### src/source/framebuffer_pkg.sv
package framebuffer_pkg;

	// One frame buffer word
	localparam int WORD_WIDTH = 16;

	// Palette addressing
	localparam int PALETTE_INDEX_WIDTH = 8;
	localparam int PALETTE_DEPTH = 2 ** PALETTE_INDEX_WIDTH;

	// Direct color, red in the top bits
	typedef struct packed {
		logic [4:0] red;
		logic [5:0] green;
		logic [4:0] blue;
	} rgb565_t;

	// Two palette indices, low byte shown first
	typedef struct packed {
		logic [PALETTE_INDEX_WIDTH-1:0] second;
		logic [PALETTE_INDEX_WIDTH-1:0] first;
	} index_pair_t;

	// Same word, read as one pixel or two indices
	typedef union packed {
		rgb565_t direct;
		index_pair_t indexed;
	} fb_word_t;

endpackage

### src/source/framebuffer_arbiter.sv
module framebuffer_arbiter #(
	parameter int FB_ADDR_WIDTH = 19
) (
	input logic fetch_request,
	input logic [FB_ADDR_WIDTH-1:0] fetch_address,
	input logic write_request,
	input logic [FB_ADDR_WIDTH-1:0] write_address,
	input logic [framebuffer_pkg::WORD_WIDTH-1:0] write_data,
	output logic fetch_grant,
	output logic write_grant,
	output logic [FB_ADDR_WIDTH-1:0] ram_address,
	output logic ram_write_enable,
	output logic [framebuffer_pkg::WORD_WIDTH-1:0] ram_write_data
);

	always_comb
	begin
		// Scanout first, never stalled
		fetch_grant = fetch_request;
		// Host write only on a free cycle
		write_grant = write_request && !fetch_request;

		// Idle port points at the fetch address
		if (write_grant)
			ram_address = write_address;
		else
			ram_address = fetch_address;

		ram_write_enable = write_grant;
		// Data only when the write owns the port
		if (write_grant)
			ram_write_data = write_data;
		else
			ram_write_data = '0;
	end

endmodule

### config.mk
export PLATFORM = sky130hd
export DESIGN_NAME = framebuffer_arbiter
export DESIGN_NICKNAME = d
export VERILOG_FILES = /design/src/source/framebuffer_pkg.sv /design/src/source/framebuffer_arbiter.sv
export SDC_FILE = /design/constraint.sdc
export NUM_CORES = 1
export LEC_CHECK = 0
export ABC_AREA = 1
export BUFFER_PORTS_ARGS = -buffer_cell sky130_fd_sc_hd__buf_2
export CAP_MARGIN = 5
export CORE_MARGIN = 2
export CORE_UTILIZATION = 26
export DETAILED_ROUTE_END_ITERATION = 10
export PLACE_DENSITY = 0.85
export SLEW_MARGIN = 15
export SYNTH_ARGS = -nofsm -noshare
export SYNTH_HDL_FRONTEND = slang
export SYNTH_SLANG_ARGS = --single-unit
### constraint.sdc
create_clock -name vclk -period 0.8
set_input_delay 0.04 -clock vclk [all_inputs]
set_output_delay 0.04 -clock vclk [all_outputs]
set_load 0.02 [all_outputs]
==> metrics.md <==
| Metric | Value |
|---|---|
| Via Count | 896 |
| Slew Viols, Final | 0 |
| Worst-margin pin slew | 0.112 ns |
| Die X | 45.8 µm |
| Crit-path slowest cell | clkbuf_16 |
| Core ar. | 1690 µm² |
| Tcrit/Tclk final | 94.5% |
| Area Overhead vs Synth | 113% |
| # resized after CTS | 0 |
| Total negative setup slack | 0 ns |
| Die Y | 45.8 µm |
| Final ANT Viol Nets | 0 |
| Seq/Total Area, Yosys | 0% |
| Total number of yosys warnings | 0 |
| Crit. Startpoint | fetch_request |
| Port buffer count | 94 |
| Worst-path maximum fanout | 12 |
| Number of placed I/O pins | 94 |
| Synthesized Nets | 157 |
| Final #Nets | 250 |
| Leak Pwr | 0.000745 µW |
| Hold_sp | fetch_request |
| Drt total wl | 1850 µm |
| Clock buffer cells | 0 |
| Max-cap violations | 0 |
| Peak Freq | 1320 MHz |
| Peak VDD IR | 355 µV |
| Count leader, synth | nand2_1 |
| Setup Fix Bufs, Post-CTS | 0 |
| Gr usage total | 13.4% |
| Max transition margin | 92.5% |
| Vias in the first global route | 573 |
| Top cells by count, synth | 38 x nand2_1, 19 x nand3_1, 17 x inv_1 |
| Iteration-0 DRC Markers | 2 |
| Critical path, cell by cell | buf_2 > inv_4 > nand2_4 > clkbuf_16 > nand2_1 > nand2_1 > buf_2 |
| Syn Area/Cell | 4.50 µm² |
| Fraction of layout cells with a size suffix above 1 | 53.1% |
| Setup Viol. Count Final | 0 |
| Initial antenna violation count | 0 |
| Critical Path RT | 0.76 ns |
| Clock period minus final worst setup slack | 0.756 ns |
| Cell variety after synth | 8 |
| # DRC | 0 |
| Cell row count | 15 |
| Detailed Routing Iterations Pass 1 | 4 |
| Placed instance count | 208 |
| Full die area | 2100 µm² |
| FFs & Latches | 0 |
| PwrDens | 636 nW/µm² |
| Starting density of the core | 26.9% |
| RSZ-0062 raised after global routing | no |
| Area leader, netlist | nand2_1 |
| HPWL Detailed | 1470 µm |
| N_diodes | 0 |
| Overflow after GRT | 0 |
| Cell area after synthesis | 454 µm² |
| Status | finished, final reports clean |
| CTS hold repair buffers | 0 |
| First-pass GRT wire length | 2210 µm |
| Hold Vio Cnt, Final | 0 |
| Arrival @ worst endpoint | 0.72 ns |
| Vias per std cell | 4.29 |
| Critical path type | primary input to output port |
| Register area | 0 µm² |
| Non-Filler Instances | 209 |
| Ranking of synthesized cells by area | nand2_1 31%, nand3_1 21%, inv_1 14% |
| Critical path launch point type | primary input |
| CP Capture Type | output port |
| Cell count after synthesis | 101 |
| Final core utilization | 57.3% |
| Fill cell count | 191 |
| Worst hold path class | primary input to output port |
| Max incr delay on CP | 0.17 ns |
| Largest net degree at the start of global routing | 26 |
| Routability cong. | 0.683 |
| Yosys top cell area share | 31.4% |
| Avg WL per Cell | 8.85 µm |
[stage by stage]
step                      setup WS (ns)  instance area, µm²  total power (µW)  hold slack [ns]
after floorplan                  0.0661                 454               341            0.193
after global placement           0.0393                 926               587            0.327
after detailed placement         0.0275                 926               594            0.330
after CTS                        0.0273                 926               595            0.330
after global routing            0.00377                 967               675            0.358
final                            0.0439                 967               615            0.352
[path summary, 6_finish.rpt]
kind / to / depth (start not counted) / slack, ns
max: ram_address[2] / 7 / 0.04
min: fetch_grant / 2 / 0.35
[routing by layer]
metal	GRT usage, %	routed length, µm	part of all wire [%]
met2	29.0	960	52
met3	1.19	225	12
met1	14.1	663	36
met4	0	0	0
met5	0	0	0
[kinds of logic after synthesis]
family | count (synthesis) | synth area share (%)
and+or+nand+nor | 74 | 66.9
buffers and inverters | 27 | 33.1
[critical path, delay by kind of cell]
family / cells / cell delay (ns)
buffers and inverters: 4 / 0.51
AND/OR/NAND/NOR: 3 / 0.17
[area by class of cell]
cell class	count	area, µm²	area share (%)
Inverter	18	70.1	7.24
Multi-Input combinational cell	74	309	32.0
Timing Repair Buffer	100	567	58.6
Tap cell	17	21.3	2.20
[layout by cell type (no fill, tap or decap), drive strengths merged]
cell     n
buf     99
clkbuf   1
inv     18
nand2   39
nand3   19
nor2    16
[power by group]
group / total, µW / internal, µW / switching [µW]
clock network: 0 / 0 / 0
logic: 615 / 272 / 343
registers: 0 / 0 / 0
total: 615 / 272 / 343
Note: power is estimated with default switching activity, not from simulation.
