===== src/source/framebuffer_pkg.sv =====
package framebuffer_pkg;

	// One frame buffer word
	localparam int WORD_WIDTH = 16;

	// Palette addressing
	localparam int PALETTE_INDEX_WIDTH = 8;
	localparam int PALETTE_DEPTH = 2 ** PALETTE_INDEX_WIDTH;

	// Direct color, red in the top bits
	typedef struct packed {
		logic [4:0] red;
		logic [5:0] green;
		logic [4:0] blue;
	} rgb565_t;

	// Two palette indices, low byte shown first
	typedef struct packed {
		logic [PALETTE_INDEX_WIDTH-1:0] second;
		logic [PALETTE_INDEX_WIDTH-1:0] first;
	} index_pair_t;

	// Same word, read as one pixel or two indices
	typedef union packed {
		rgb565_t direct;
		index_pair_t indexed;
	} fb_word_t;

endpackage


===== src/source/host_write_port.sv =====
module host_write_port #(
	parameter int FB_ADDR_WIDTH = 19,
	localparam int HOST_ADDR_WIDTH =
		(FB_ADDR_WIDTH > framebuffer_pkg::PALETTE_INDEX_WIDTH) ?
		FB_ADDR_WIDTH : framebuffer_pkg::PALETTE_INDEX_WIDTH
) (
	input logic clk,
	input logic reset,
	input logic host_write,
	input logic host_select,
	input logic [HOST_ADDR_WIDTH-1:0] host_address,
	input logic [framebuffer_pkg::WORD_WIDTH-1:0] host_data,
	input logic write_grant,
	output logic write_pending,
	output logic write_request,
	output logic [FB_ADDR_WIDTH-1:0] write_address,
	output framebuffer_pkg::fb_word_t write_data,
	output logic palette_write,
	output logic [framebuffer_pkg::PALETTE_INDEX_WIDTH-1:0] palette_index,
	output framebuffer_pkg::rgb565_t palette_color
);
	import framebuffer_pkg::*;

	fb_word_t host_word;
	logic accept;
	logic fb_capture;

	assign host_word = host_data;
	// Strobes dropped while a write waits
	assign accept = host_write && !write_pending;
	assign fb_capture = accept && !host_select;

	// Palette entries pass straight through
	assign palette_write = accept && host_select;
	assign palette_index = host_address[PALETTE_INDEX_WIDTH-1:0];
	assign palette_color = host_word.direct;

	assign write_request = write_pending;

	// Holding register full flag
	always_ff @(posedge clk or posedge reset)
	begin
		if (reset)
			write_pending <= 1'b0;
		else if (fb_capture)
			write_pending <= 1'b1;
		else if (write_grant)
			write_pending <= 1'b0;
	end

	// Held address and data
	always_ff @(posedge clk)
	begin
		if (fb_capture)
		begin
			write_address <= host_address[FB_ADDR_WIDTH-1:0];
			write_data <= host_word;
		end
	end

endmodule


===== config.mk =====
export PLATFORM = sky130hd
export DESIGN_NAME = host_write_port
export DESIGN_NICKNAME = d
export VERILOG_FILES = /design/src/source/framebuffer_pkg.sv /design/src/source/host_write_port.sv
export SDC_FILE = /design/constraint.sdc
export NUM_CORES = 1
export LEC_CHECK = 0
export BUFFER_PORTS_ARGS = -buffer_cell sky130_fd_sc_hd__buf_4
export CELL_PAD_IN_SITES_DETAIL_PLACEMENT = 1
export CELL_PAD_IN_SITES_GLOBAL_PLACEMENT = 1
export CORE_ASPECT_RATIO = 1.25
export CORE_MARGIN = 5
export CORE_UTILIZATION = 29
export DETAILED_ROUTE_END_ITERATION = 12
export PLACE_DENSITY_LB_ADDON = 0.1
export SLEW_MARGIN = 20
export SYNTH_ARGS = -nofsm -noshare
export SYNTH_HDL_FRONTEND = slang
export SYNTH_SLANG_ARGS = --single-unit
export TNS_END_PERCENT = 1

===== constraint.sdc =====
create_clock -name clk -period 3.1 [get_ports clk]
set_clock_uncertainty 0.15 [all_clocks]
set_input_delay 0.155 -clock clk [delete_from_list [all_inputs] [get_ports clk]]
set_output_delay 0.155 -clock clk [all_outputs]
set_load 0.01 [all_outputs]

==> impl_metrics.toml, run 1 <==
[clock_network]
clk_pin_slew_worst_paths_ps = 60
numCtsBuffers = 5
cts_tree = "yes"
post-cts-setup-buffers = 0
cts_sinks = 36
ctsHtreeMaxLevel = 2
cts_buffer_depth = 2
clk_latency_ps = 270
cts-root-buf = "clkbuf_8"

[critical_path]
r2r_start = "write_pending"
path_class = "flip-flop to flip-flop"
arrival_ps = 1240
cp_slowest_cell = "dfrtp_1"
cpPeakStageDelay_ps = 440
r2r_slack_ps = 1670
endpoint_kind = "flip-flop"
start_kind = "flip-flop"
cp.required_ps = 2910
cp_max_fo = 21
crit_chain = "nor3b_4 > buf_4"
r2r-end = "write_address[13]"
reg2regPathDepth = 2

[run]
cap_viol_max_count = 0

[final_layout]
multi_input_area_sq_um = 32.5
mostFrequentLayoutCells = "buf_4, dlygate4sd3_1, edfxtp_1"
n_fill_cell = 437
layout.cells.non_filler = 246
syn_to_final_growth_pct = 85.7
mostFrequentLayoutCell = "buf_4"
nets = 228
utilization_pct = 55.3
seq_area_sq_mm = 0.00108
drive_gt1_share_pct = 58.5
antenna_cells = 0

[timing]
finalSetupTns_ps = 0
postLayoutSetupSlackWorst_ps = 1670
setup_violations = 0
max_freq_mhz = 700
relSlewSlack_pct = 82.4
grt_setup_unrepaired = "false"
tightest_slew_ps = 264
final_max_slew_viol_count = 0
min_period_over_period_pct = 46.1
hold_viol = 0
fin_crit_ps = 1430

[route]
first_iter_violations = 4
viasPerCell = 3.89
routed_wl_mm = 3.63
routedWlPerCell_um = 14.8
vias = 956
drc_errors = 0
ant_nets = 0
drtPass1Iterations = 4

[grt]
grt_max_degree = 22
grt_pass1_vias = 1095
grt.overflow.total = 0
grt_pass1_wl_mm = 5.44
antenna_found_initial = 0
grtUsageTotal_pct = 12.0

[floorplanning]
ioPinCount = 102
dieHeight_um = 84.8
start_util_pct = 29.8
core_sq_mm = 0.00436
die_width_um = 69.8
row_count = 27
die-area_sq_mm = 0.00592

[yosys]
syn_area_per_cell_sq_um = 19.7
ys_seq_area_share_pct = 82.9
yosysUniqueCellTypes = 7
yosys.area.top_type = "edfxtp_1"
syn-num-nets = 106
ys_warn_count = 0
yosys-top-cells-area = "edfxtp_1, buf_4, dfrtp_1"
netlist_area_sq_mm = 0.00130
yosys.area.top_type_share_pct = 81.0
synth_seq_cells = 36
syn_inst = 66

[power_and_ir_drop]
p_switching_uw = 223
power_density_mw_per_mm2 = 435
leakage_uw = 0.00105
switching_share_pct = 21.3
pwr-share-seq_pct = 54.3
share_comb_of_total_power_pct = 17.2
clock_power_share_pct = 28.5
internal-power_uw = 826
vdd_drop_max_mv = 0.304

[placed_design]
place_inst = 202
portBuffers = 101
dpl_worst_slack_ps = 1670
gp_congestion = 0.702
dp_hpwl_mm = 2.58

[hold_path]
hold_class = "primary input to asynchronous set/reset pin"

[run_status]
status = "finished clean"
area by class of cell:
cell class                      count  share of cell area (%)
Multi-Input combinational cell      3                    1.35
Inverter                            2                   0.312
Sequential cell                    36                    44.7
Clock inverter                      1                   0.208
Timing Repair Buffer              140                    47.5
Clock buffer                        6                    3.01
Tap cell                           58                    3.01
critical path: cells and delay by family (launching register included):
family                 cells  cell delay [ps]
AND/OR/NAND/NOR            1              220
buffers and inverters      1              300
flip-flops                 1              440
synthesized netlist by cell type:
cell type and number:
edfxtp_1 35, buf_4 25, inv_1 2, and3_1 1, dfrtp_1 1, nor3b_2 1, o21bai_1 1
flip-flops by register name, indices dropped and copies added (netlist names):
name / flops
write_address: 19
write_data: 16
write_pending: 1
power groups by stage:
stage	sequential (uW)	combinational [uW]	clock, uW
4_1_cts	570	182	314
2_1_floorplan	591	46.3	0
5_1_grt	571	193	333
6_report	569	180	299
3_3_place_gp	578	141	0
3_5_place_dp	580	144	0
per-stage QoR:
| stage | area [sq um] | total power [uW] | hold slack (ps) |
|---|---|---|---|
| after floorplan | 1300 | 637 | -266 |
| after global placement | 1960 | 719 | -148 |
| after detailed placement | 1960 | 724 | -149 |
| after CTS | 2410 | 1070 | 100 |
| after global routing | 2410 | 1100 | 140 |
| final | 2410 | 1050 | 130 |
cells by family (layout without fill, tap and decap cells):
family          count (synthesis)  in the layout  share of synthesized area, %
compound gates                  1              1                         0.579
buf+inv                        27            149                          15.0
flops                          36             36                          82.9
simple gates                    2              2                          1.45
worst max path at each step:
stage                  startpoint           endpoint  slack, ps  cells after the start
finish              write_pending  write_address[13]       1670                      2
global route        write_pending  write_address[13]       1600                      2
CTS                 write_pending  write_address[13]       1660                      2
detailed placement  write_pending   write_address[0]       1670                      2
global placement    write_pending  write_address[12]       1700                      2
floorplan           write_pending   write_address[0]        620                      1
per-layer routing:
layer,track usage [%],up-vias,wire [um]
met5,0,-,0
met4,3.66,0,48
met3,5.03,5,293
met2,23.4,52,2160
met1,11.0,447,1130
li1,-,452,-
what timing repair did:
| action | CTS | global route |
|---|---|---|
| hold endpoints to repair | 37 | 0 |
| hold buffers | 37 | 0 |
| resized for setup | 0 | 0 |
(Power assumes the default switching activity.)
==> run 2: changes to the inputs <==
--- a/config.mk
+++ b/config.mk
@@ -5,6 +5,7 @@
 export SDC_FILE = /design/constraint.sdc
 export NUM_CORES = 1
 export LEC_CHECK = 0
+export ABC_AREA = 1
 export BUFFER_PORTS_ARGS = -buffer_cell sky130_fd_sc_hd__buf_4
 export CELL_PAD_IN_SITES_DETAIL_PLACEMENT = 1
 export CELL_PAD_IN_SITES_GLOBAL_PLACEMENT = 1
==> constraint.sdc (replaced) <==
create_clock -name clk -period 1.4 [get_ports clk]
set_clock_uncertainty 0.15 [all_clocks]
set_input_delay 0.07 -clock clk [delete_from_list [all_inputs] [get_ports clk]]
set_output_delay 0.07 -clock clk [all_outputs]
set_load 0.01 [all_outputs]
==> impl_metrics.toml, run 2 <==
[clock_network]
cts_tree = "yes"
cts-root-buf = "clkbuf_8"
cts_sinks = 36
clk_pin_slew_worst_paths_ps = 70
cts_buffer_depth = 2
post-cts-setup-buffers = 0
clk_latency_ps = 280
ctsHtreeMaxLevel = 2
numCtsBuffers = 5

[run]
cap_viol_max_count = 0

[timing]
tightest_slew_ps = 142
relSlewSlack_pct = 90.6
setup_violations = 0
max_freq_mhz = 728
final_max_slew_viol_count = 0
fin_crit_ps = 1370
min_period_over_period_pct = 98.1
holdWs_ps = 32.5
hold_viol = 0

[floorplanning]
row_count = 27
ioPinCount = 102
dieHeight_um = 85.1
core_sq_mm = 0.00439
die-area_sq_mm = 0.00597
start_util_pct = 29.8
die_width_um = 70.1

[route]
drtPass1Iterations = 4
vias = 1006
viasPerCell = 3.96
routedWlPerCell_um = 15.0
ant_nets = 0
routed_wl_mm = 3.80
first_iter_violations = 34
drc_errors = 0

[critical_path]
crit_chain = "dlygate4sd3_1 > buf_4 > inv_2 > nand3_4 > clkinvlp_4 > buf_12"
cp_slowest_cell = "dlygate4sd3_1"
cpPeakStageDelay_ps = 540
r2r-end = "write_data[7]"
cp_max_fo = 25
r2r_start = "write_pending"
reg2regPathDepth = 4
cp.required_ps = 1240
endpoint_kind = "flip-flop"
path_class = "primary input to flip-flop"
r2r_slack_ps = 70
arrival_ps = 1210
start_kind = "primary input"

[grt]
grt.overflow.total = 0
antenna_found_initial = 0
grt_pass1_wl_mm = 5.82
grt_max_degree = 26
grtUsageTotal_pct = 12.9
grt_pass1_vias = 1169

[yosys]
yosys.area.top_type = "edfxtp_1"
yosys-top-cells-area = "edfxtp_1, buf_4, dfrtp_1"
syn_area_per_cell_sq_um = 18.5
yosys.area.top_type_share_pct = 80.2
syn_inst = 71
synthTopCellsByCount = "edfxtp_1, buf_4, inv_1, nand2_1, inv_2"
synth_seq_cells = 36
ys.flop_type = "edfxtp_1"
yosysMostFrequentCell = "edfxtp_1"
syn-num-nets = 111
ys_warn_count = 0
ys_seq_area_share_pct = 82.1
synth_edf_count = 35
yosysUniqueCellTypes = 8
netlist_area_sq_mm = 0.00131
synth_async_sr_flop_share_pct = 2.78

[final_layout]
largest_reg_flops = 19
mostFrequentLayoutCell = "buf_4"
reg_top3 = "write_address: 19 flops, write_data: 16 flops, write_pending: 1 flops"
drive_gt1_share_pct = 59.2
nets = 235
top_register = "write_address"
utilization_pct = 56.3
mostFrequentLayoutCells = "buf_4, dlygate4sd3_1, edfxtp_1"
syn_to_final_growth_pct = 88.8
layout.cells.non_filler = 254
antenna_cells = 0

[run_status]
status = "finished clean"

[placed_design]
portBuffers = 101
gp_congestion = 0.702
place_inst = 207
dp_hpwl_mm = 2.67

[power_and_ir_drop]
power_density_mw_per_mm2 = 967
leakage_uw = 0.00108
vdd_drop_max_mv = 0.517

[hold_path]
hold_class = "primary input to asynchronous set/reset pin"
## run 2: changes by cell type after synthesis
| cell | before | now |
|---|---|---|
| and3_1 | 1 | 0 |
| inv_1 | 2 | 3 |
| inv_2 | 0 | 2 |
| nand2_1 | 0 | 3 |
| nand3_2 | 0 | 1 |
| nor2_2 | 0 | 1 |
| nor3b_2 | 1 | 0 |
| o21bai_1 | 1 | 0 |
## run 2: stage by stage
step                      instance area (sq um)  setup WS, ps  power, uW  TNS (ps)
after global placement                     1980           121       1600         0
after floorplan                            1310          -169       1420     -5900
after detailed placement                   1980          76.6       1610         0
final                                      2470          27.3       2390         0
after CTS                                  2460          37.0       2420         0
after global routing                       2470         -10.1       2510      -172
## run 2: area by class of cell
type,count,area (sq um)
fillers,469,1920
repair buffers,142,1180
flip-flops and latches,36,1080
well taps,58,72.6
clock buffers,5,68.8
multi-input cells,5,35.0
inverters,5,22.5
clock inverters,3,18.8
## run 2: worst max path at each step
stage | startpoint | end | slack [ps] | depth (start not counted)
2_1_floorplan | write_pending | write_address[0] | -170 | 3
3_3_place_gp | write_pending | write_data[9] | 120 | 4
3_5_place_dp | write_pending | write_data[12] | 80 | 4
4_1_cts | host_select | write_data[12] | 40 | 6
5_1_grt | host_select | write_address[3] | -10 | 6
6_report | host_select | write_data[7] | 30 | 6
## run 2: what timing repair did
item	CTS	global route
gates resized for setup	0	2
setup endpoints to repair	0	23
hold buffers	39	0
hold endpoints to repair	37	0
## run 2: critical path, delay by kind of cell
family | cells | cell delay [ps]
and+or+nand+nor | 1 | 90
buffers and inverters | 5 | 1050
## run 2: layer usage
layer	wire (um)	global-route usage, %	vias to the layer above
met4	48	4.18	0
li1	-	-	467
met1	1090	10.6	480
met3	355	4.98	5
met2	2310	26.9	54
met5	0	0	-
## run 2: report_power, final
part / total, uW / switching [uW] / internal, uW
clock network: 714 / 368 / 346
registers: 1260 / 15.8 / 1240
logic: 421 / 164 / 257
total: 2390 / 548 / 1850
## run 2: logic make-up after synthesis
family                 share of synthesized area [%]
buffers and inverters                           15.8
DFF                                             82.1
and+or+nand+nor                                 2.10
==> run 3: changes to the inputs <==
--- a/config.mk
+++ b/config.mk
@@ -13,7 +13,7 @@
 export CORE_MARGIN = 5
 export CORE_UTILIZATION = 29
 export DETAILED_ROUTE_END_ITERATION = 12
-export PLACE_DENSITY_LB_ADDON = 0.1
+export PLACE_DENSITY_LB_ADDON = 0.15
 export SLEW_MARGIN = 20
 export SYNTH_ARGS = -nofsm -noshare
 export SYNTH_HDL_FRONTEND = slang
==> impl_metrics.toml, run 3 (synthesized netlist as in run 2, its figures left out) <==
[timing]
grt_setup_unrepaired = "false"
hold_viol = 0
finalSetupTns_ps = 0
max_freq_mhz = 742
relSlewSlack_pct = 89.9
tightest_slew_ps = 152
setup_violations = 0
min_period_over_period_pct = 96.2
final_max_slew_viol_count = 0
fin_crit_ps = 1350

[floorplanning]
dieHeight_um = 85.1
die-area_sq_mm = 0.00597
row_count = 27
core_sq_mm = 0.00439
ioPinCount = 102
start_util_pct = 29.8
die_width_um = 70.1

[route]
drc_errors = 0
first_iter_violations = 16
routedWlPerCell_um = 14.8
routed_wl_mm = 3.78
vias = 1007
ant_nets = 0
viasPerCell = 3.95
drtPass1Iterations = 3

[grt]
antenna_found_initial = 0
grt_max_degree = 20
grt.overflow.total = 0
grt_pass1_vias = 1128
grtUsageTotal_pct = 13.0
grt_pass1_wl_mm = 5.92

[critical_path]
arrival_ps = 1190
cp_max_fo = 19
cp.required_ps = 1240
r2r_slack_ps = 90
reg2regPathDepth = 4
endpoint_kind = "flip-flop"
path_class = "primary input to flip-flop"
r2r_start = "write_pending"
start_kind = "primary input"
r2r-end = "write_address[8]"

[placed_design]
place_inst = 207
place_area_sq_mm = 0.00200
gp_congestion = 0.686
portBuffers = 101

[final_layout]
utilization_pct = 56.6
syn_to_final_growth_pct = 89.8
nets = 237
mostFrequentLayoutCell = "buf_4"
antenna_cells = 0
seq_area_sq_mm = 0.00108
n_fill_cell = 436
top_register = "write_address"
multi_input_area_sq_um = 35.0
drive_gt1_share_pct = 58.4
largest_reg_flops = 19
reg_top3 = "write_address: 19 flops, write_data: 16 flops, write_pending: 1 flops"
design_area_sq_mm = 0.00249
layout.cells.non_filler = 255
mostFrequentLayoutCells = "buf_4, dlygate4sd3_1, edfxtp_1"

[hold_path]
hold_class = "primary input to asynchronous set/reset pin"

[run_status]
status = "finished clean"

[power_and_ir_drop]
pwr-share-seq_pct = 53.6
clock_power_share_pct = 27.9
power_density_mw_per_mm2 = 944
switching_share_pct = 21.6
internal-power_uw = 1840
leakage_uw = 0.00109
share_comb_of_total_power_pct = 18.5
vdd_drop_max_mv = 0.511
p_switching_uw = 508

[run]
cap_viol_max_count = 0

[clock_network]
ctsHtreeMaxLevel = 2
clk_latency_ps = 270
cts_tree = "yes"
cts_sinks = 36
cts_buffer_depth = 2
clk_pin_slew_worst_paths_ps = 60
cts-root-buf = "clkbuf_8"
numCtsBuffers = 5
-- run 3: per-layer routing --
layer	global-route usage [%]	share of wire (%)
met1	11.8	32
met2	25.8	59
met3	4.98	8.2
met4	4.18	1.3
met5	0	0
-- run 3: per-stage QoR --
stage / power, uW / hold WS (ps) / setup slack (ps)
floorplan: 1420 / -351 / -169
global placement: 1610 / -236 / 117
detailed placement: 1620 / -232 / 64.4
CTS: 2370 / 22.7 / 34.1
global route: 2450 / 56.7 / 6.88
finish: 2350 / 53.4 / 52.7
-- run 3: critical path, cell delays in order --
cell,delay (ps)
dlygate4sd3_1,540
buf_4,130
inv_2,70
nand3_4,90
clkinvlp_4,110
buf_12,160
-- run 3: power by group through the flow --
stage	clock [uW]	sequential, uW	combinational (uW)
finish	654	1260	434
floorplan	0	1310	108
detailed placement	0	1280	335
global placement	0	1280	327
global route	725	1260	469
CTS	685	1260	424
-- run 3: area by class of cell --
type | instances | share of cell area [%]
tap | 58 | 2.92
inverter | 5 | 0.906
clock buffer | 5 | 2.77
multi-input combinational | 5 | 1.41
sequential | 36 | 43.3
timing repair buffer | 144 | 48.4
clock inverter | 2 | 0.302
-- run 3: worst max path at each step --
stage                        from           endpoint  slack (ps)  cells after the start
floorplan           write_pending   write_address[0]        -170                      3
global placement    write_pending  write_address[13]         120                      4
detailed placement  write_pending   write_address[0]          60                      4
CTS                   host_select     write_data[14]          30                      6
global route          host_select   write_address[7]           7                      6
finish                host_select   write_address[8]          50                      6
-- run 3: what timing repair did --
item                                   in CTS  in global routing
hold buffers                               39                  0
gates resized for setup                     0                  1
endpoints found under the hold margin      37                  0
setup buffers                               0                  2
setup endpoints to repair                   0                 17
