File: src/source/framebuffer_pkg.sv
package framebuffer_pkg;

	// One frame buffer word
	localparam int WORD_WIDTH = 16;

	// Palette addressing
	localparam int PALETTE_INDEX_WIDTH = 8;
	localparam int PALETTE_DEPTH = 2 ** PALETTE_INDEX_WIDTH;

	// Direct color, red in the top bits
	typedef struct packed {
		logic [4:0] red;
		logic [5:0] green;
		logic [4:0] blue;
	} rgb565_t;

	// Two palette indices, low byte shown first
	typedef struct packed {
		logic [PALETTE_INDEX_WIDTH-1:0] second;
		logic [PALETTE_INDEX_WIDTH-1:0] first;
	} index_pair_t;

	// Same word, read as one pixel or two indices
	typedef union packed {
		rgb565_t direct;
		index_pair_t indexed;
	} fb_word_t;

endpackage

File: src/source/scanout_fetch.sv
module scanout_fetch #(
	parameter int FB_ADDR_WIDTH = 19
) (
	input logic clk,
	input logic reset,
	input logic pixel_enable,
	input logic in_visible_region,
	input logic vga_vs,
	input logic palette_mode,
	input logic fetch_grant,
	input logic [framebuffer_pkg::WORD_WIDTH-1:0] read_data,
	output logic fetch_request,
	output logic [FB_ADDR_WIDTH-1:0] fetch_address,
	output framebuffer_pkg::fb_word_t fetch_word,
	output logic fetch_word_valid
);
	import framebuffer_pkg::*;

	logic [FB_ADDR_WIDTH-1:0] word_address;
	logic high_half;
	logic need_word;
	logic read_pending;
	logic word_held;
	fb_word_t held_word;

	// Palette mode needs a word every other pixel
	assign need_word = !palette_mode || !high_half;
	// Ask in the first half of the pixel, data lands in the second
	assign fetch_request = in_visible_region && !pixel_enable && need_word;
	assign fetch_address = word_address;

	always_ff @(posedge clk or posedge reset)
	begin
		if (reset)
		begin
			word_address <= '0;
			high_half <= 1'b0;
			read_pending <= 1'b0;
			word_held <= 1'b0;
		end
		else
		begin
			// RAM answers one clk after the grant
			read_pending <= fetch_grant;

			// Raster restarts during vertical sync
			if (!vga_vs)
				word_address <= '0;
			else if (fetch_grant)
				word_address <= word_address + 1'b1;

			// Half-word toggle, cleared outside the visible line
			if (pixel_enable)
			begin
				if (!in_visible_region)
					high_half <= 1'b0;
				else if (palette_mode)
					high_half <= !high_half;
			end

			if (!in_visible_region)
				word_held <= 1'b0;
			else if (read_pending)
				word_held <= 1'b1;
		end
	end

	// Keep the word for the second palette pixel
	always_ff @(posedge clk)
	begin
		if (read_pending)
			held_word <= read_data;
	end

	// Fresh data bypasses the holding register
	assign fetch_word = read_pending ? fb_word_t'(read_data) : held_word;
	assign fetch_word_valid = read_pending || word_held;

endmodule

File: config.mk
export PLATFORM = sky130hd
export DESIGN_NAME = scanout_fetch
export DESIGN_NICKNAME = d
export VERILOG_FILES = /design/src/source/framebuffer_pkg.sv /design/src/source/scanout_fetch.sv
export SDC_FILE = /design/constraint.sdc
export NUM_CORES = 1
export LEC_CHECK = 0
export BUFFER_PORTS_ARGS = -buffer_cell sky130_fd_sc_hd__buf_4
export CAP_MARGIN = 20
export CORE_MARGIN = 3
export CORE_UTILIZATION = 48
export DETAILED_ROUTE_END_ITERATION = 10
export PLACE_DENSITY = 0.78
export SYNTH_ARGS = -nofsm -noshare
export SYNTH_HDL_FRONTEND = slang
export SYNTH_SLANG_ARGS = --single-unit
File: constraint.sdc
create_clock -name clk -period 1.9 [get_ports clk]
set_input_delay 0.38 -clock clk [delete_from_list [all_inputs] [get_ports clk]]
set_output_delay 0.38 -clock clk [all_outputs]
set_load 0.005 [all_outputs]
==> reports/metrics.cfg, run 1 <==
[min_path]
hold_path_class=input pin to async pin

[pwr]
p_per_area_mw_per_mm2=711
power.total_w=0.00156
total_leakage_power_nw=1.01
peakVddDrop_mv=0.526

[sta]
tns_ns=0
setup_violations=0
fin_crit_sh=0.962
rsz0062_at_grt=true
min_period_ns=1.83
max_freq_ghz=0.547
fin_skew_ns=0.0257
finalHoldViolations=0
relSlewSlack=0.664
finalMaxSlewViolations=0
tightest_slew_ns=0.501

[routing]
finalWirelength_mm=3.51
drc=0
route.met3.wl_um=262
wl_met2_mm=1.82
wl_per_cell_um=13.8
drt-initial-drc-count=102
first_pass_iters=4
top_layer_used=met4
wl_met1_mm=1.38
num_vias=1322
ant_nets=0
routed_via_density=5.20

[synthesis]
syn-num-nets=172
synth_top_area_frac=0.337
synth_edf_count=0
synthTopCellsByArea=dfrtp_1 (34%), dfxtp_1 (20%), mux2_2 (11%), xor2_1 (3.8%), a21oi_1 (3.1%)
async_reset_ff_frac=0.579
yosysMostFrequentCell=dfrtp_1
ys_types=35
ys_seq_area_frac=0.533
syn_area_per_cell_sq_um=11.0
ys_warn_count=0
synth_common_cells=dfrtp_1 (22), dfxtp_1 (16), mux2_2 (16)
syn_area_sq_mm=0.00163
synth-main-ff-cell=dfrtp_1
synth_cells=148
ys_seq_elements=38
yosysTopAreaCell=dfrtp_1

[floorplan]
die_w_um=64.3
die_h_um=64.3
start_util=0.518
fp-row-count=20
die-area_sq_mm=0.00414
num_io_pins=60
fp.coreArea_sq_mm=0.00315

[place]
io_buffers=59
place_hpwl_mm=2.64
dp_cells=246
gp_congestion=0.754
place_area_sq_mm=0.00211

[setup_path]
worstPathMaxFanout=17
reg2reg_depth=4
arrival_ns=1.45
crit_required_ns=1.52
worst-setup-path-type=register to output port
end_kind=output port
startpoint_type=register

[layout]
syn_to_final_growth_pct=33.8
fin_util=0.694
fin_cells=254
layout.nets=233
drive_gt1_frac=0.443
n_fill_cell=263
diodes=0
stdcell_area_sq_mm=0.00219

[clock_tree]
cts_hold_buf=0
cts_sinks=38
clk_path_buf_depth=2
cts-root-buf=clkbuf_4
clk_latency_ns=0.35
cts.htree.levels=2
clk_pin_slew_ns=0.13
numCtsBuffers=5
tritoncts=done
cts_setup_buffers=0

[global_routing]
grt_pass1_vias=1302
grt_pass1_wl_mm=5.92
antenna_found_initial=0
track_usage=0.186
grt-ovfl-total=0
grt_max_degree=23

[status]
status=finished clean

[job]
cap_violations=0

## report_power, final
group / total, W / internal (W) / switching [W]
registers: 0.000870 / 0.000849 / 0.0000213
logic: 0.000199 / 0.000123 / 0.0000763
clock network: 0.000485 / 0.000225 / 0.000260
## final timing paths
check                           slack [ns]        startpoint                end
worst min-delay path                  0.04             reset       read_pending
min in group clk                      0.18       fetch_grant       read_pending
max in group asynchronous             1.61             reset          high_half
worst min register to register        0.49     held_word[15]      held_word[15]
worst max register to register        0.21  fetch_address[0]  fetch_address[17]
worst max-delay path                  0.07      read_pending      fetch_word[3]
## state kept, by name, indices dropped and copies added, names as in the netlist
name,count
fetch_address,19
held_word,16
read_pending,1
high_half,1
word_held,1
## worst max-delay path: stages (launching register included)
cell     delay, ns
dfrtp_4       0.58
mux2_2        0.38
buf_4         0.14
## area by class of cell
class / count / area [sq um] / area share
Sequential cell: 38 / 875 / 0.400
Tap cell: 44 / 55.1 / 0.0252
Clock buffer: 7 / 66.3 / 0.0303
Inverter: 6 / 22.5 / 0.0103
Multi-Input combinational cell: 97 / 703 / 0.322
Clock inverter: 1 / 7.51 / 0.00343
Timing Repair Buffer: 61 / 458 / 0.209
## per-layer routing
metal | up-vias | global-route usage
met3 | 7 | 0.0721
met2 | 43 | 0.330
li1 | 650 | -
met4 | 0 | 0.0633
met5 | - | 0
met1 | 622 | 0.200
## stage by stage
stage,hold WS [ns],setup WS (ns)
final,0.0417,0.0726
after CTS,0.0365,0.0461
after global routing,0.0601,-0.00583
after floorplan,0.369,0.213
after detailed placement,0.439,0.116
after global placement,0.435,0.201
## cell usage in the layout (no fill, tap or decap)
master and instances:
nand2b_1 1, nor2_1 9, or2_2 2, a211oi_1 1, and2_1 2, clkinvlp_4 1
nand3_1 5, ha_1 1, and4_1 1, dfxtp_1 16, clkbuf_16 1, xor2_1 7
or3_1 4, and2_2 1, nand2_4 1, dfrtp_1 21, dfrtp_4 1, or4_1 5
o21ai_0 7, mux2_2 16, nand4_4 1, nand2_1 5, inv_1 5, and3_2 1
mux2i_1 1, a21oi_1 10, and4_4 1, clkbuf_1 1, nand4_1 6, nand4b_1 1
buf_4 61, clkinv_1 1, o31ai_1 5, xnor2_1 1, nand3b_1 1, or3_2 1
clkbuf_4 5
## what timing repair did
action,4_1_cts,5_1_grt
hold endpoints to repair,0,0
resized for setup,2,1
endpoints found under the setup margin,17,3
## logic make-up (layout without fill, tap and decap cells)
family          Yosys count  count (layout)  synth area share
flops                    38              38             0.533
fa+ha+maj                 1               1           0.00766
compound gates           23              23            0.0796
mux                      17              17             0.116
buf+inv                  13              75            0.0375
xor+xnor                  8               8            0.0429
simple gates             48              48             0.183
(Power assumes the default switching activity.)
==> run 2, diff against run 1 <==
--- a/config.mk
+++ b/config.mk
@@ -5,7 +5,7 @@
 export SDC_FILE = /design/constraint.sdc
 export NUM_CORES = 1
 export LEC_CHECK = 0
-export BUFFER_PORTS_ARGS = -buffer_cell sky130_fd_sc_hd__buf_4
+export BUFFER_PORTS_ARGS = -buffer_cell sky130_fd_sc_hd__buf_2
 export CAP_MARGIN = 20
 export CORE_MARGIN = 3
 export CORE_UTILIZATION = 48
==> reports/metrics.cfg, run 2 (synthesis results as in run 1) <==
[floorplan]
start_util=0.518  ; unchanged
die-area_sq_mm=0.00414  ; unchanged
fp.coreArea_sq_mm=0.00315  ; unchanged
die_w_um=64.3  ; unchanged
fp-row-count=20  ; unchanged
num_io_pins=60  ; unchanged
die_h_um=64.3  ; unchanged

[routing]
first_pass_iters=5  ; +1
ant_nets=0  ; unchanged
drt-initial-drc-count=72  ; -29%
drc=0  ; unchanged
num_vias=1349  ; +2.0%
routed_via_density=5.29  ; +1.6%
wl_per_cell_um=13.5  ; -2.5%
finalWirelength_mm=3.44  ; -2.1%

[sta]
rsz0062_at_grt=false
setup_violations=0  ; unchanged
fin_skew_ns=0.0108  ; -0.0150 ns
max_freq_ghz=0.555  ; +1.5%
tns_ns=0  ; unchanged
min_period_ns=1.80  ; -0.0262 ns
finalHoldWorstSlack_ns=0.0490  ; +0.00729 ns
relSlewSlack=0.658  ; -0.00563
tightest_slew_ns=0.510  ; +0.00839 ns
finalHoldViolations=0  ; unchanged
finalMaxSlewViolations=0  ; unchanged
fin_crit_sh=0.948  ; -0.0138

[layout]
final_cell_mix=buf_2 (59), dfrtp_1 (21), mux2_2 (16), dfxtp_1 (16), a21oi_1 (10)
n_fill_cell=273  ; +3.8%
drive_gt1_frac=0.445  ; +0.00264
fin_util=0.659  ; -0.0345
syn_to_final_growth_pct=27.2
layout_commonest_cell=buf_2
layout.nets=234  ; +0.43%
largest_register_ffs=19  ; unchanged
diodes=0  ; unchanged

[setup_path]
cp_top_family=flip-flops
startpoint_type=register
arrival_ns=1.42  ; -0.03 ns
crit_path_cell_trace=mux2_2, buf_2
slowest_stage=dfrtp_4
worst-setup-path-type=register to output port
critPathBufInv=1  ; unchanged
slowest_delay_ns=0.57  ; about the same
end_kind=output port
crit_required_ns=1.52  ; about the same
worstPathMaxFanout=17  ; unchanged

[min_path]
hold_path_class=input pin to async pin

[global_routing]
track_usage=0.179  ; -0.00683
grt_pass1_vias=1346  ; +3.4%
grt_pass1_wl_mm=5.81  ; -1.9%
antenna_found_initial=0  ; unchanged
grt_max_degree=23  ; unchanged
grt-ovfl-total=0  ; unchanged

[status]
status=finished clean

[clock_tree]
cts_sinks=38  ; unchanged
cts.htree.levels=2  ; unchanged
tritoncts=done
clk_pin_slew_ns=0.11  ; -0.02 ns
cts-root-buf=clkbuf_4
clk_latency_ns=0.34  ; about the same
numCtsBuffers=5  ; unchanged
clk_path_buf_depth=2  ; unchanged

[pwr]
power.total_w=0.00168  ; +8.3%
p_per_area_mw_per_mm2=810  ; +14%
peakVddDrop_mv=0.585  ; +11%
total_leakage_power_nw=1.00  ; -0.76%

[place]
place_hpwl_mm=2.59  ; -1.8%
gp_congestion=0.805  ; +6.7%
io_buffers=59  ; unchanged

[job]
cap_violations=0  ; unchanged

-- run 2: changes by cell type in the layout (fill, tap and decap cells not counted), sizes merged --
cell / delta
buf: +1
clkinvlp: -1
bufinv: +1
-- run 2: final cells by class --
cell class / instances / area (sq um) / share of cell area
Clock buffer: 7 / 76.3 / 0.0367
Sequential cell: 38 / 875 / 0.421
Multi-Input combinational cell: 97 / 702 / 0.338
Tap cell: 44 / 55.1 / 0.0265
Inverter: 6 / 22.5 / 0.0108
Timing Repair Buffer: 62 / 318 / 0.153
Clock inverter: 1 / 30.0 / 0.0144
-- run 2: what timing repair did --
item | 4_1_cts | 5_1_grt
hold buffers | 0 | 0
gates resized for setup | 1 | 1
setup endpoints to repair | 16 | 8
setup buffers | 0 | 0
pin swaps | 0 | 0
endpoints found under the hold margin | 0 | 0
-- run 2: per-layer routing --
layer	global-route usage	part of all wire
met2	0.320	0.53
met1	0.192	0.40
met3	0.0668	0.057
met5	0	0
met4	0.0633	0.020
-- run 2: through the flow --
step / worst slack (ns) / instance area (sq um) / cells
5_1_grt: 0.0356 / 2080 / 255
3_3_place_gp: 0.292 / 1970 / 247
2_1_floorplan: 0.213 / 1630 / 148
3_5_place_dp: 0.218 / 1970 / 247
4_1_cts: 0.0350 / 2080 / 255
6_report: 0.0989 / 2080 / 255
-- run 2: report_power, final --
part	leakage (nW)	total (W)	internal (W)	switching, W
clock network	0.0567	0.000653	0.000393	0.000260
logic	0.509	0.000161	0.0000885	0.0000726
registers	0.435	0.000871	0.000849	0.0000215
-- run 2: path summary, 6_finish.rpt --
check / startpoint / to / slack (ns) / depth (start not counted)
max in group asynchronous: reset / read_pending / 1.61 / 3
min in group clk: fetch_grant / read_pending / 0.21 / 1
setup reg to reg: fetch_address[0] / fetch_address[12] / 0.25 / 4
hold / removal: reset / read_pending / 0.05 / 3
hold reg to reg: held_word[15] / held_word[15] / 0.48 / 1
setup / recovery: read_pending / fetch_word[10] / 0.1 / 2
-- run 2: worst min-delay path, stage by stage --
cell and delay (ns):
buf_2 0.09, inv_1 0.04, buf_4 0.27
==> run 3, diff against run 2 <==
--- a/config.mk
+++ b/config.mk
@@ -8,9 +8,9 @@
 export BUFFER_PORTS_ARGS = -buffer_cell sky130_fd_sc_hd__buf_2
 export CAP_MARGIN = 20
 export CORE_MARGIN = 3
-export CORE_UTILIZATION = 48
+export CORE_UTILIZATION = 44
 export DETAILED_ROUTE_END_ITERATION = 10
-export PLACE_DENSITY = 0.78
+export PLACE_DENSITY = 0.75
 export SYNTH_ARGS = -nofsm -noshare
 export SYNTH_HDL_FRONTEND = slang
 export SYNTH_SLANG_ARGS = --single-unit
==> constraint.sdc (replaced) <==
create_clock -name clk -period 1.6 [get_ports clk]
set_input_delay 0.32 -clock clk [delete_from_list [all_inputs] [get_ports clk]]
set_output_delay 0.32 -clock clk [all_outputs]
set_load 0.005 [all_outputs]
==> reports/metrics.cfg, run 3 (synthesis results as in run 1) <==
[floorplan]
fp.coreArea_sq_mm=0.00347  ; +10%
start_util=0.471  ; -0.0471
fp-row-count=21  ; +5.0%
die_w_um=66.9  ; +4.0%
num_io_pins=60  ; unchanged
die-area_sq_mm=0.00448  ; +8.2%
die_h_um=66.9  ; +4.0%

[layout]
fin_cells=275  ; +7.8%
n_fill_cell=321  ; +18%
multi_input_comb_area_sq_um=713  ; +1.6%
layout_commonest_cell=buf_2
diodes=0  ; unchanged
syn_to_final_growth_pct=36.0
drive_gt1_frac=0.489  ; +0.0436
largest_register_ffs=19  ; unchanged
final_cell_mix=buf_2 (58), dfrtp_1 (22), buf_4 (20), dfxtp_1 (16), mux2_2 (14)
layout.nets=252  ; +7.7%
regArea_sq_um=871  ; -0.43%

[pwr]
power.total_w=0.00189  ; +12%
power.share.clock=0.340  ; -0.047
seq_power_share=0.544  ; +0.027
switching_share=0.237  ; +0.0273
peakVddDrop_mv=0.596  ; +1.9%
intPower_w=0.00144  ; +8.1%
total_leakage_power_nw=1.10  ; +9.4%
combPwrFrac=0.116  ; +0.020
p_sw_w=0.000447  ; +27%
p_per_area_mw_per_mm2=849  ; +4.7%

[routing]
wl_per_cell_um=12.7  ; -5.7%
drc=0  ; unchanged
routed_via_density=5.06  ; -4.3%
ant_nets=0  ; unchanged
num_vias=1392  ; +3.2%
first_pass_iters=4  ; -1
finalWirelength_mm=3.50  ; +1.7%
drt-initial-drc-count=72  ; unchanged

[clock_tree]
cts-root-buf=clkbuf_8
clk_latency_ns=0.29  ; -0.05 ns
cts.htree.levels=2  ; unchanged
cts_hold_buf=0  ; unchanged
cts_sinks=38  ; unchanged
tritoncts=done
numCtsBuffers=5  ; unchanged
clk_pin_slew_ns=0.08  ; -0.03 ns
clk_path_buf_depth=2  ; unchanged

[setup_path]
worst-setup-path-type=register to output port
reg2reg_depth=4  ; unchanged
worstPathMaxFanout=17  ; unchanged
startpoint_type=register
r2r_end=fetch_address[15]
end_kind=output port
cp-startpoint=read_pending
r2r_setup_slack_ns=0.09  ; -0.16 ns
r2r_start=fetch_address[9]
crit_required_ns=1.28  ; -0.24 ns
arrival_ns=1.31  ; -0.11 ns

[global_routing]
grt_max_degree=23  ; unchanged
grt_pass1_vias=1342  ; -0.30%
grt_pass1_wl_mm=5.69  ; -2.1%
track_usage=0.170  ; -0.00908
grt-ovfl-total=0  ; unchanged
antenna_found_initial=0  ; unchanged

[sta]
relSlewSlack=0.811  ; +0.153
min_period_ns=1.63
finalMaxSlewViolations=0  ; unchanged
layout_setup_ws_ns=-0.0338  ; -0.133 ns
setup_violations=16  ; +16
fin_skew_ns=0.00748  ; -0.00329 ns
tightest_slew_ns=0.283  ; -0.227 ns
finalHoldViolations=0  ; unchanged
finalHoldWorstSlack_ns=0.0449  ; -0.00408 ns
max_freq_ghz=0.612
rsz0062_at_grt=true
fin_crit_sh=1.02

[place]
io_buffers=59  ; unchanged
pre_cts_slack_ns=0.0898  ; -0.129 ns
gp_congestion=0.829  ; +3.0%
place_hpwl_mm=2.65  ; +2.5%
dp_cells=265  ; +7.3%

[job]
cap_violations=0  ; unchanged

[status]
status=complete, but fails checks
failed_checks=negative setup slack

[min_path]
hold_path_class=input pin to async pin

## run 3: repair_timing
action / 4_1_cts / 5_1_grt
resized for setup: 0 / 5
pin swaps: 0 / 2
setup endpoints to repair: 16 / 22
buffers inserted: 0 / 2
## run 3: area by class of cell
class | count | share of cell area
flip-flops and latches | 38 | 0.392
multi-input cells | 97 | 0.321
repair buffers | 80 | 0.212
clock buffers | 6 | 0.0327
well taps | 46 | 0.0259
inverters | 6 | 0.0101
clock inverters | 2 | 0.00619
## run 3: critical path, stage by stage (launching register included)
cell	delay [ns]
dfrtp_1	0.38
buf_12	0.16
mux2_2	0.35
buf_2	0.13
## run 3: how the worst max path moves through the flow
stage                     depth (start not counted)           endpoint
after floorplan                                   5  fetch_address[14]
after global placement                            4  fetch_address[14]
after detailed placement                          4  fetch_address[18]
after CTS                                         3      fetch_word[6]
after global routing                              3     fetch_word[11]
final                                             3      fetch_word[3]
## run 3: per-layer routing
metal / vias to the layer above / routed length (um) / global-route usage
met5: - / 0 / 0
met2: 53 / 1650 / 0.292
met3: 5 / 374 / 0.0809
li1: 683 / - / -
met1: 651 / 1430 / 0.180
met4: 0 / 46 / 0.0608
## run 3: metrics by stage
| step | setup TNS [ns] | util | instance area, sq um |
|---|---|---|---|
| final | -0.368 | 0.641 | 2220 |
| after global routing | -1.24 | 0.641 | 2220 |
| after CTS | -0.486 | 0.631 | 2190 |
| after detailed placement | 0 | 0.606 | 2100 |
| after global placement | 0 | 0.606 | 2100 |
| after floorplan | 0 | - | 1640 |
## run 3: power groups by stage
stage | clock, W | combinational (W) | sequential (W)
CTS | 0.000653 | 0.000215 | 0.00103
floorplan | 0 | 0.000110 | 0.00104
global placement | 0 | 0.000210 | 0.00104
detailed placement | 0 | 0.000214 | 0.00105
finish | 0.000641 | 0.000219 | 0.00103
global route | 0.000704 | 0.000245 | 0.00103
